--- src/source/scd_settings.svh ---
`ifndef SCD_SETTINGS_SVH
`define SCD_SETTINGS_SVH

// Width of FE, SC and the SCAD path including the sign and guard bits
`define SCD_EXP_W 10

// Arithmetic register width with bit 0 as the most significant bit
`define SCD_AR_W 36

// Microcode magic number field
`define SCD_MAGIC_W 9

// Number of high SC bits whose OR says the count is out of the
// single word shift range
`define SCD_SC_HIGH_W 4

// Width of the SCAD function code from the microword
`define SCD_FUNC_W 3

// Width of the SCADA, SCADB and SC source selectors
`define SCD_SEL_W 2

`endif

--- src/source/scdPkg.sv ---
`include "scd_settings.svh"

package scdPkg;

  // Exponent or count. Bit 0 is the sign and bit 1 catches overflow
  typedef logic [0:`SCD_EXP_W-1] expT;
  typedef logic [0:`SCD_AR_W-1] arT;
  typedef logic [0:`SCD_MAGIC_W-1] magicT;

  localparam int expSignBit = 0;
  localparam int expGuardBit = 1;

  // Code order follows the microcode SCAD field
  typedef enum logic [`SCD_FUNC_W-1:0] {
    funcA,
    funcAminusBminus1,
    funcAplusB,
    funcAminus1,
    funcAplus1,
    funcAminusB,
    funcOr,
    funcAnd
  } scadFuncT;

  typedef enum logic [`SCD_SEL_W-1:0] {
    selAFe,
    selAPos,
    selAExp,
    selAMagic
  } scadaSelT;

  typedef enum logic [`SCD_SEL_W-1:0] {
    selBSc,
    selBSize,
    selBArHigh,
    selBMagic
  } scadbSelT;

  typedef enum logic [`SCD_SEL_W-1:0] {
    scHold,
    scFromFe,
    scFromScad,
    scFromAr
  } scSelT;

  // Level of the SCADA enable that lets the selected operand through
  localparam logic scadaEnActive = 1'b1;

endpackage

--- src/source/scadSourceMux.sv ---
`timescale 1ns/10ps

// Operand selection in front of the SCAD adder
module scadSourceMux (
  input  scdPkg::scadaSelT scadaSel,
  input  logic             scadaEn,
  input  scdPkg::scadbSelT scadbSel,
  input  scdPkg::expT      fe,
  input  scdPkg::expT      sc,
  input  scdPkg::arT       ar,
  input  scdPkg::magicT    magic,
  output scdPkg::expT      scadA,
  output scdPkg::expT      scadB
);

  import scdPkg::*;

  logic [0:7] expMagnitude;
  expT posField;
  expT expField;
  expT sizeField;
  expT arHighField;
  expT magicField;
  expT scadaMux;

  // Exponent field of a floating word is stored complemented when the
  // word is negative so undo that with the AR sign
  assign expMagnitude = ar[1:8] ^ {8{ar[0]}};

  // Byte pointer position and size fields
  assign posField = expT'(ar[0:5]);
  assign sizeField = expT'(ar[6:11]);

  assign expField = expT'(expMagnitude);
  assign arHighField = expT'(signed'(ar[0:8]));

  // Magic number is a signed constant on both sides
  assign magicField = expT'(signed'(magic));

  always_comb begin
    unique case (scadaSel)
      selAFe:    scadaMux = fe;
      selAPos:   scadaMux = posField;
      selAExp:   scadaMux = expField;
      selAMagic: scadaMux = magicField;
      default:   scadaMux = fe;
    endcase
  end

  // With the enable off the adder sees zero on A so A+B passes B
  assign scadA = (scadaEn == scadaEnActive) ? scadaMux : '0;

  always_comb begin
    unique case (scadbSel)
      selBSc:     scadB = sc;
      selBSize:   scadB = sizeField;
      selBArHigh: scadB = arHighField;
      selBMagic:  scadB = magicField;
      default:    scadB = sc;
    endcase
  end

endmodule

--- src/source/scadAlu.sv ---
`timescale 1ns/10ps

// SCAD exponent adder. The microcode picks one of eight functions
//
//   code  function
//    0    A
//    1    A-B-1
//    2    A+B
//    3    A-1
//    4    A+1
//    5    A-B
//    6    A OR B
//    7    A AND B
module scadAlu (
  input  scdPkg::scadFuncT func,
  input  scdPkg::expT      scadA,
  input  scdPkg::expT      scadB,
  output scdPkg::expT      scad,
  output logic             scadZero
);

  import scdPkg::*;

  // All results wrap at the exponent width like the slice carry chain did
  always_comb begin
    unique case (func)
      funcA: begin
        scad = scadA;
      end
      funcAminusBminus1: begin
        scad = scadA - scadB - expT'(1);
      end
      funcAplusB: begin
        scad = scadA + scadB;
      end
      funcAminus1: begin
        scad = scadA - expT'(1);
      end
      funcAplus1: begin
        scad = scadA + expT'(1);
      end
      funcAminusB: begin
        scad = scadA - scadB;
      end
      funcOr: begin
        scad = scadA | scadB;
      end
      funcAnd: begin
        scad = scadA & scadB;
      end
      default: begin
        scad = scadA;
      end
    endcase
  end

  // Feeds the microcode skip on SCAD equal to zero
  assign scadZero = (scad == '0);

endmodule

--- src/source/feScRegs.sv ---
`timescale 1ns/10ps
`include "scd_settings.svh"

// FE and SC registers with the SC range decodes used by the shifter
module feScRegs (
  input  logic          clk,
  input  logic          rst,
  input  logic          feLoad,
  input  logic          feShift,
  input  scdPkg::scSelT scSel,
  input  scdPkg::expT   scad,
  input  scdPkg::arT    ar,
  output scdPkg::expT   fe,
  output scdPkg::expT   sc,
  output logic          feSign,
  output logic          scSign,
  output logic          scGe36,
  output logic          sc36To63
);

  import scdPkg::*;

  expT scNext;
  expT arCount;

  // Shift count from the instruction effective address.
  // Bit 18 supplies the sign for negative shifts
  assign arCount = {{2{ar[18]}}, ar[28:35]};

  // Load wins over shift
  always_ff @(posedge clk) begin
    if (rst) begin
      fe <= '0;
    end else if (feLoad) begin
      fe <= scad;
    end else if (feShift) begin
      fe <= {fe[expSignBit], fe[0:`SCD_EXP_W-2]};
    end
  end

  always_comb begin
    unique case (scSel)
      scHold:     scNext = sc;
      scFromFe:   scNext = fe;
      scFromScad: scNext = scad;
      scFromAr:   scNext = arCount;
      default:    scNext = sc;
    endcase
  end

  always_ff @(posedge clk) begin
    if (rst) begin
      sc <= '0;
    end else begin
      sc <= scNext;
    end
  end

  assign feSign = fe[expSignBit];
  assign scSign = sc[expSignBit];

  // Any high bit means the count is 64 or more
  assign scGe36 = |sc[0:`SCD_SC_HIGH_W-1];

  // 32 plus at least 4 gives the 36 to 63 window
  assign sc36To63 = sc[4] & |sc[5:7];

endmodule

--- src/source/pcFlags.sv ---
`timescale 1ns/10ps

// Sticky arithmetic flags from the PC word
module pcFlags (
  input  logic        clk,
  input  logic        rst,
  input  logic        piCycle,
  input  logic        setAdFlags,
  input  logic        adOverflow,
  input  logic        adCry0,
  input  logic        adCry1,
  input  logic        expTest,
  input  scdPkg::expT scad,
  input  logic        loadFlags,
  input  logic        clrFpd,
  input  scdPkg::arT  ar,
  output logic        ov,
  output logic        cry0,
  output logic        cry1,
  output logic        fov,
  output logic        fxu,
  output logic        divChk,
  output logic        fpd
);

  import scdPkg::*;

  logic adEn;
  logic expEn;
  logic setOv;
  logic setCry0;
  logic setCry1;
  logic setFov;
  logic setFxu;

  // An interrupt cycle must not disturb the flags of the interrupted program
  assign adEn = setAdFlags & ~piCycle;
  assign expEn = expTest & ~piCycle;

  // Exponent overflow shows up in the guard bit and underflow in the sign
  assign setOv = (adEn & adOverflow) | (expEn & scad[expGuardBit]);
  assign setCry0 = adEn & adCry0;
  assign setCry1 = adEn & adCry1;
  assign setFov = expEn & scad[expGuardBit];
  assign setFxu = expEn & scad[expSignBit];

  always_ff @(posedge clk) begin
    if (rst) begin
      ov <= 1'b0;
      cry0 <= 1'b0;
      cry1 <= 1'b0;
      fov <= 1'b0;
      fxu <= 1'b0;
      divChk <= 1'b0;
      fpd <= 1'b0;
    end else if (loadFlags) begin
      // Left half of the saved PC word holds the flags
      ov <= ar[0];
      cry0 <= ar[1];
      cry1 <= ar[2];
      fov <= ar[3];
      fpd <= ar[4];
      fxu <= ar[11];
      divChk <= ar[12];
    end else begin
      ov <= ov | setOv;
      cry0 <= cry0 | setCry0;
      cry1 <= cry1 | setCry1;
      fov <= fov | setFov;
      fxu <= fxu | setFxu;
      if (clrFpd) begin
        fpd <= 1'b0;
      end
    end
  end

endmodule

--- src/source/scd.sv ---
`timescale 1ns/10ps

// Shift count and exponent datapath
module scd (
  input  logic             clk,
  input  logic             rst,
  input  scdPkg::scadFuncT scadFunc,
  input  scdPkg::scadaSelT scadaSel,
  input  logic             scadaEn,
  input  scdPkg::scadbSelT scadbSel,
  input  scdPkg::scSelT    scSel,
  input  logic             feLoad,
  input  logic             feShift,
  input  scdPkg::arT       ar,
  input  scdPkg::magicT    magic,
  input  logic             piCycle,
  input  logic             setAdFlags,
  input  logic             adOverflow,
  input  logic             adCry0,
  input  logic             adCry1,
  input  logic             expTest,
  input  logic             loadFlags,
  input  logic             clrFpd,
  output scdPkg::expT      scad,
  output logic             scadZero,
  output scdPkg::expT      fe,
  output scdPkg::expT      sc,
  output logic             feSign,
  output logic             scSign,
  output logic             scGe36,
  output logic             sc36To63,
  output logic             ov,
  output logic             cry0,
  output logic             cry1,
  output logic             fov,
  output logic             fxu,
  output logic             divChk,
  output logic             fpd
);

  import scdPkg::*;

  expT scadA;
  expT scadB;

  scadSourceMux sourceMux_i (
    .scadaSel(scadaSel),
    .scadaEn (scadaEn),
    .scadbSel(scadbSel),
    .fe      (fe),
    .sc      (sc),
    .ar      (ar),
    .magic   (magic),
    .scadA   (scadA),
    .scadB   (scadB)
  );

  scadAlu alu_i (
    .func    (scadFunc),
    .scadA   (scadA),
    .scadB   (scadB),
    .scad    (scad),
    .scadZero(scadZero)
  );

  // FE and SC close the loop back into the operand selectors
  feScRegs regs_i (
    .clk     (clk),
    .rst     (rst),
    .feLoad  (feLoad),
    .feShift (feShift),
    .scSel   (scSel),
    .scad    (scad),
    .ar      (ar),
    .fe      (fe),
    .sc      (sc),
    .feSign  (feSign),
    .scSign  (scSign),
    .scGe36  (scGe36),
    .sc36To63(sc36To63)
  );

  pcFlags flags_i (
    .clk       (clk),
    .rst       (rst),
    .piCycle   (piCycle),
    .setAdFlags(setAdFlags),
    .adOverflow(adOverflow),
    .adCry0    (adCry0),
    .adCry1    (adCry1),
    .expTest   (expTest),
    .scad      (scad),
    .loadFlags (loadFlags),
    .clrFpd    (clrFpd),
    .ar        (ar),
    .ov        (ov),
    .cry0      (cry0),
    .cry1      (cry1),
    .fov       (fov),
    .fxu       (fxu),
    .divChk    (divChk),
    .fpd       (fpd)
  );

endmodule

--- config.mk ---
export PLATFORM = sky130hd
export DESIGN_NAME = scd
export DESIGN_NICKNAME = d
export VERILOG_FILES = /design/src/source/scdPkg.sv /design/src/source/scadSourceMux.sv /design/src/source/scadAlu.sv /design/src/source/feScRegs.sv /design/src/source/pcFlags.sv /design/src/source/scd.sv
export VERILOG_INCLUDE_DIRS = /design/src /design/src/source
export SDC_FILE = /design/constraint.sdc
export NUM_CORES = 1
export LEC_CHECK = 0
export BUFFER_PORTS_ARGS = -buffer_cell sky130_fd_sc_hd__clkbuf_2
export CORE_MARGIN = 10
export CORE_UTILIZATION = 56
export CTS_BUF_LIST = sky130_fd_sc_hd__clkbuf_4 sky130_fd_sc_hd__clkbuf_8
export DETAILED_ROUTE_END_ITERATION = 8
export GPL_TIMING_DRIVEN = 0
export PLACE_DENSITY = 0.85
export SYNTH_ARGS = -nofsm -noshare
export SYNTH_HDL_FRONTEND = slang
export SYNTH_SLANG_ARGS = --single-unit
--- constraint.sdc ---
create_clock -name clk -period 7.3 [get_ports clk]
set_input_delay 1.46 -clock clk [delete_from_list [all_inputs] [get_ports clk]]
set_output_delay 1.46 -clock clk [all_outputs]
set_load 0.05 [all_outputs]
==> load_flow_metrics.sql <==
INSERT INTO impl_metrics (metric_group, metric, value, unit) VALUES
('status', 'run_status', 'complete, no violations', ''),
('power', 'switching_fraction_of_total_power', '0.522', ''),
('routing', 'first_iteration_detailed_routing_drc_count', '341', ''),
('routing', 'drcViolationCount', '0', ''),
('synth', 'synth.top_cell.area_share', '0.132', ''),
('power', 'comb_power_share', '0.686', ''),
('hold_path', 'worst_hold_startpoint', 'flags_i.divChk', ''),
('sta', 'final_worst_path_period_need', '7.19', 'ns'),
('clocking', 'clockBufferDepth', '2', ''),
('setup_path', 'worst-endpoint-arrival', '5.73', 'ns'),
('synth', 'syn-num-nets', '629', ''),
('power', 'maximum_vdd_drop', '0.000155', 'V'),
('cells_and_area', 'layout.cells.most_common', 'sky130_fd_sc_hd__clkbuf_2', ''),
('synth', 'synth_top_cell_by_area', 'sky130_fd_sc_hd__dfxtp_1', ''),
('synth', 'synthesis.area_per_instance', '7.87', 'µm²'),
('setup_path', 'worst_path_max_delay_cell', 'sky130_fd_sc_hd__fa_1', ''),
('grt', 'grt_pass1_vias', '4544', ''),
('die', 'top_level_ports', '109', ''),
('power', 'power.density', '179', 'mW/mm²'),
('sta', 'max_slew.worst_pin.slew', '0.776', 'ns'),
('hold_path', 'min_delay_path_depth', '2', ''),
('setup_path', 'cp_data_required_time', '5.84', 'ns'),
('run', 'max_cap_violations', '0', ''),
('sta', 'final.hold.worst_slack', '0.511', 'ns'),
('setup_path', 'rrSetupSlack', '3.29', 'ns'),
('sta', 'rsz_0062_raised_after_global_routing', 'false', ''),
('die', 'floorplan.rows', '31', ''),
('clocking', 'numCtsBuffers', '3', ''),
('hold_path', 'worst_hold_path.endpoint', 'flags_i.divChk', ''),
('synth', 'synth.yosys.seq_area_share', '0.132', ''),
('setup_path', 'path_delay_family', 'compound AO/OA/AOI/OAI gates', ''),
('synth', 'synthCells', '521', ''),
('power', 'p_int', '404', 'µW'),
('die', 'die_height', '106', 'µm'),
('setup_path', 'crit_path_max_incr_delay', '0.48', 'ns'),
('routing', 'vias', '4467', ''),
('grt', 'grt.overflow.total', '0', ''),
('setup_path', 'rr_startpoint', 'regs_i.fe[0]', ''),
('routing', 'detail_route.wirelength', '13600', 'µm'),
('grt', 'global_route_wire_length_before_repair', '22100', 'µm'),
('clocking', 'worst_skew_pair.late_latency', '0.28', 'ns'),
('power', 'netSwitchingPower', '442', 'µW'),
('place', 'placed_cell_area', '0.00466', 'mm²'),
('routing', 'vias_per_cell', '6.31', ''),
('place', 'gp_congestion', '0.987', ''),
('grt', 'antenna_found_initial', '0', ''),
('setup_path', 'crit_type', 'input pin to output port', ''),
('clocking', 'clock-sinks', '27', ''),
('synth', 'synth_area_leaders', 'sky130_fd_sc_hd__dfxtp_1 (13%), sky130_fd_sc_hd__ha_1 (12%), sky130_fd_sc_hd__mux4_2 (10%)', ''),
('sta', 'skew', '0.00510', 'ns'),
('clocking', 'cts-hold-fix-buffers', '0', ''),
('cells_and_area', 'drive_above_1_share', '0.253', ''),
('routing', 'route.detailed.wl_per_inst', '19.2', 'µm'),
('cells_and_area', 'layout.cell_area.non_filler', '0.00473', 'mm²'),
('die', 'initial_core_util', '0.571', ''),
('cells_and_area', 'n_antenna_cell', '0', ''),
('hold_path', 'hold_path.class', 'register to register', ''),
('power', 'clock_power_share', '0.102', ''),
('synth', 'synth_top_flop_cell', 'sky130_fd_sc_hd__dfxtp_1', ''),
('power', 'total_leakage_power', '2.15', 'nW'),
('die', 'floorplan_core_area', '0.00718', 'mm²'),
('grt', 'grt_start_max_net_pins', '16', ''),
('sta', 'timing.final.hold_violations', '0', ''),
('cells_and_area', 'most-common-layout-cells', 'sky130_fd_sc_hd__clkbuf_2 (90), sky130_fd_sc_hd__nor2_1 (58), sky130_fd_sc_hd__nand2_1 (44)', ''),
('routing', 'detail-route-antenna-nets', '0', ''),
('setup_path', 'critPathMostFrequentCell', 'sky130_fd_sc_hd__xor2_1', ''),
('die', 'die-area', '0.0111', 'mm²'),
('sta', 'fin_ws', '0.113', 'ns'),
('routing', 'drt_first_pass_iters', '5', ''),
('sta', 'timing.slew.headroom', '0.482', ''),
('sta', 'max_clock_freq', '139', 'MHz');
-- cell usage after synthesis (3+ instances only) --
master,n
sky130_fd_sc_hd__and2_1,3
sky130_fd_sc_hd__nor3b_1,8
sky130_fd_sc_hd__xor2_1,11
sky130_fd_sc_hd__dfxtp_1,27
sky130_fd_sc_hd__a211oi_1,19
sky130_fd_sc_hd__nand2b_1,9
sky130_fd_sc_hd__nand2_1,44
sky130_fd_sc_hd__or2_2,4
sky130_fd_sc_hd__nor2_1,58
sky130_fd_sc_hd__mux4_2,19
sky130_fd_sc_hd__ha_1,39
sky130_fd_sc_hd__nor4_1,4
sky130_fd_sc_hd__o22ai_1,6
sky130_fd_sc_hd__a21oi_1,37
sky130_fd_sc_hd__nor3_1,5
sky130_fd_sc_hd__buf_1,4
sky130_fd_sc_hd__a21o_1,3
sky130_fd_sc_hd__o21ai_0,30
sky130_fd_sc_hd__xnor2_1,8
sky130_fd_sc_hd__nand3_1,7
sky130_fd_sc_hd__nor2b_1,15
sky130_fd_sc_hd__o211ai_1,3
sky130_fd_sc_hd__buf_2,5
sky130_fd_sc_hd__or3_1,4
sky130_fd_sc_hd__o21bai_1,6
sky130_fd_sc_hd__a31oi_1,6
sky130_fd_sc_hd__nand3b_1,4
sky130_fd_sc_hd__clkbuf_1,20
sky130_fd_sc_hd__mux2i_1,18
sky130_fd_sc_hd__a221oi_1,5
sky130_fd_sc_hd__o21ai_1,3
sky130_fd_sc_hd__inv_1,32
-- sequential cells by signal, summed over array words and instances (netlist names) --
name and flops:
flags_i.fov 1, regs_i.sc 10, flags_i.cry1 1, flags_i.fpd 1, flags_i.ov 1, flags_i.divChk 1
flags_i.cry0 1, regs_i.fe 10, flags_i.fxu 1
-- kinds of logic after synthesis --
kind of cell / Yosys count / synth area share
compound gates: 143 / 0.240
simple gates: 187 / 0.237
fa+ha+maj: 41 / 0.129
xor+xnor: 20 / 0.0464
mux: 38 / 0.151
buf+inv: 65 / 0.0647
flops: 27 / 0.132
-- power by group through the flow --
stage,clock network (mW),registers (mW),logic (mW)
floorplan,0,0.226,0.384
finish,0.0865,0.179,0.580
global placement,0,0.181,0.548
detailed placement,0,0.182,0.562
global route,0.0908,0.181,0.623
CTS,0.0856,0.178,0.566
-- stage by stage --
step	total power, mW	std cells
final	0.846	708
after global routing	0.895	708
after CTS	0.830	711
after detailed placement	0.744	707
after global placement	0.729	707
after floorplan	0.611	521
-- worst register-to-register path, delay by kind of cell (launching register included) --
family	cells	cell delay (ns)
compound gates	5	1.43
fa+ha+maj	2	0.80
xor+xnor	2	0.52
simple gates	2	0.48
flops	1	0.43
mux	1	0.27
-- metal layers --
layer	GRT usage	routed length, µm
met5	0	0
met4	0.0832	367
met3	0.0536	1240
met2	0.407	6430
met1	0.276	5560
-- area by class of cell --
cell class	count	area [µm²]	area share
buffer	29	141	0.0299
clock buffer	3	41.3	0.00873
clock inverter	1	5.00	0.00106
inverter	33	124	0.0262
multi-input combinational	429	3320	0.702
sequential	27	541	0.114
tap	99	124	0.0262
timing repair buffer	87	435	0.0921
-- repair_timing --
item                                    CTS  global route
setup buffers                             0             0
endpoints found under the setup margin    1             3
resized for setup                         2            14
-- worst max-delay path by stage --
stage                     start        to  slack, ns  cells after the start
floorplan           scadbSel[1]  scadZero       0.32                     11
global placement    scadFunc[0]  scadZero      -0.05                     18
detailed placement  scadFunc[0]  scadZero      -0.06                     18
CTS                 scadFunc[1]  scadZero       0.02                     18
global route             ar[35]  scadZero       0.01                     17
finish                   ar[35]  scadZero       0.11                     16
No activity file was read; power rests on OpenSTA's default activity.
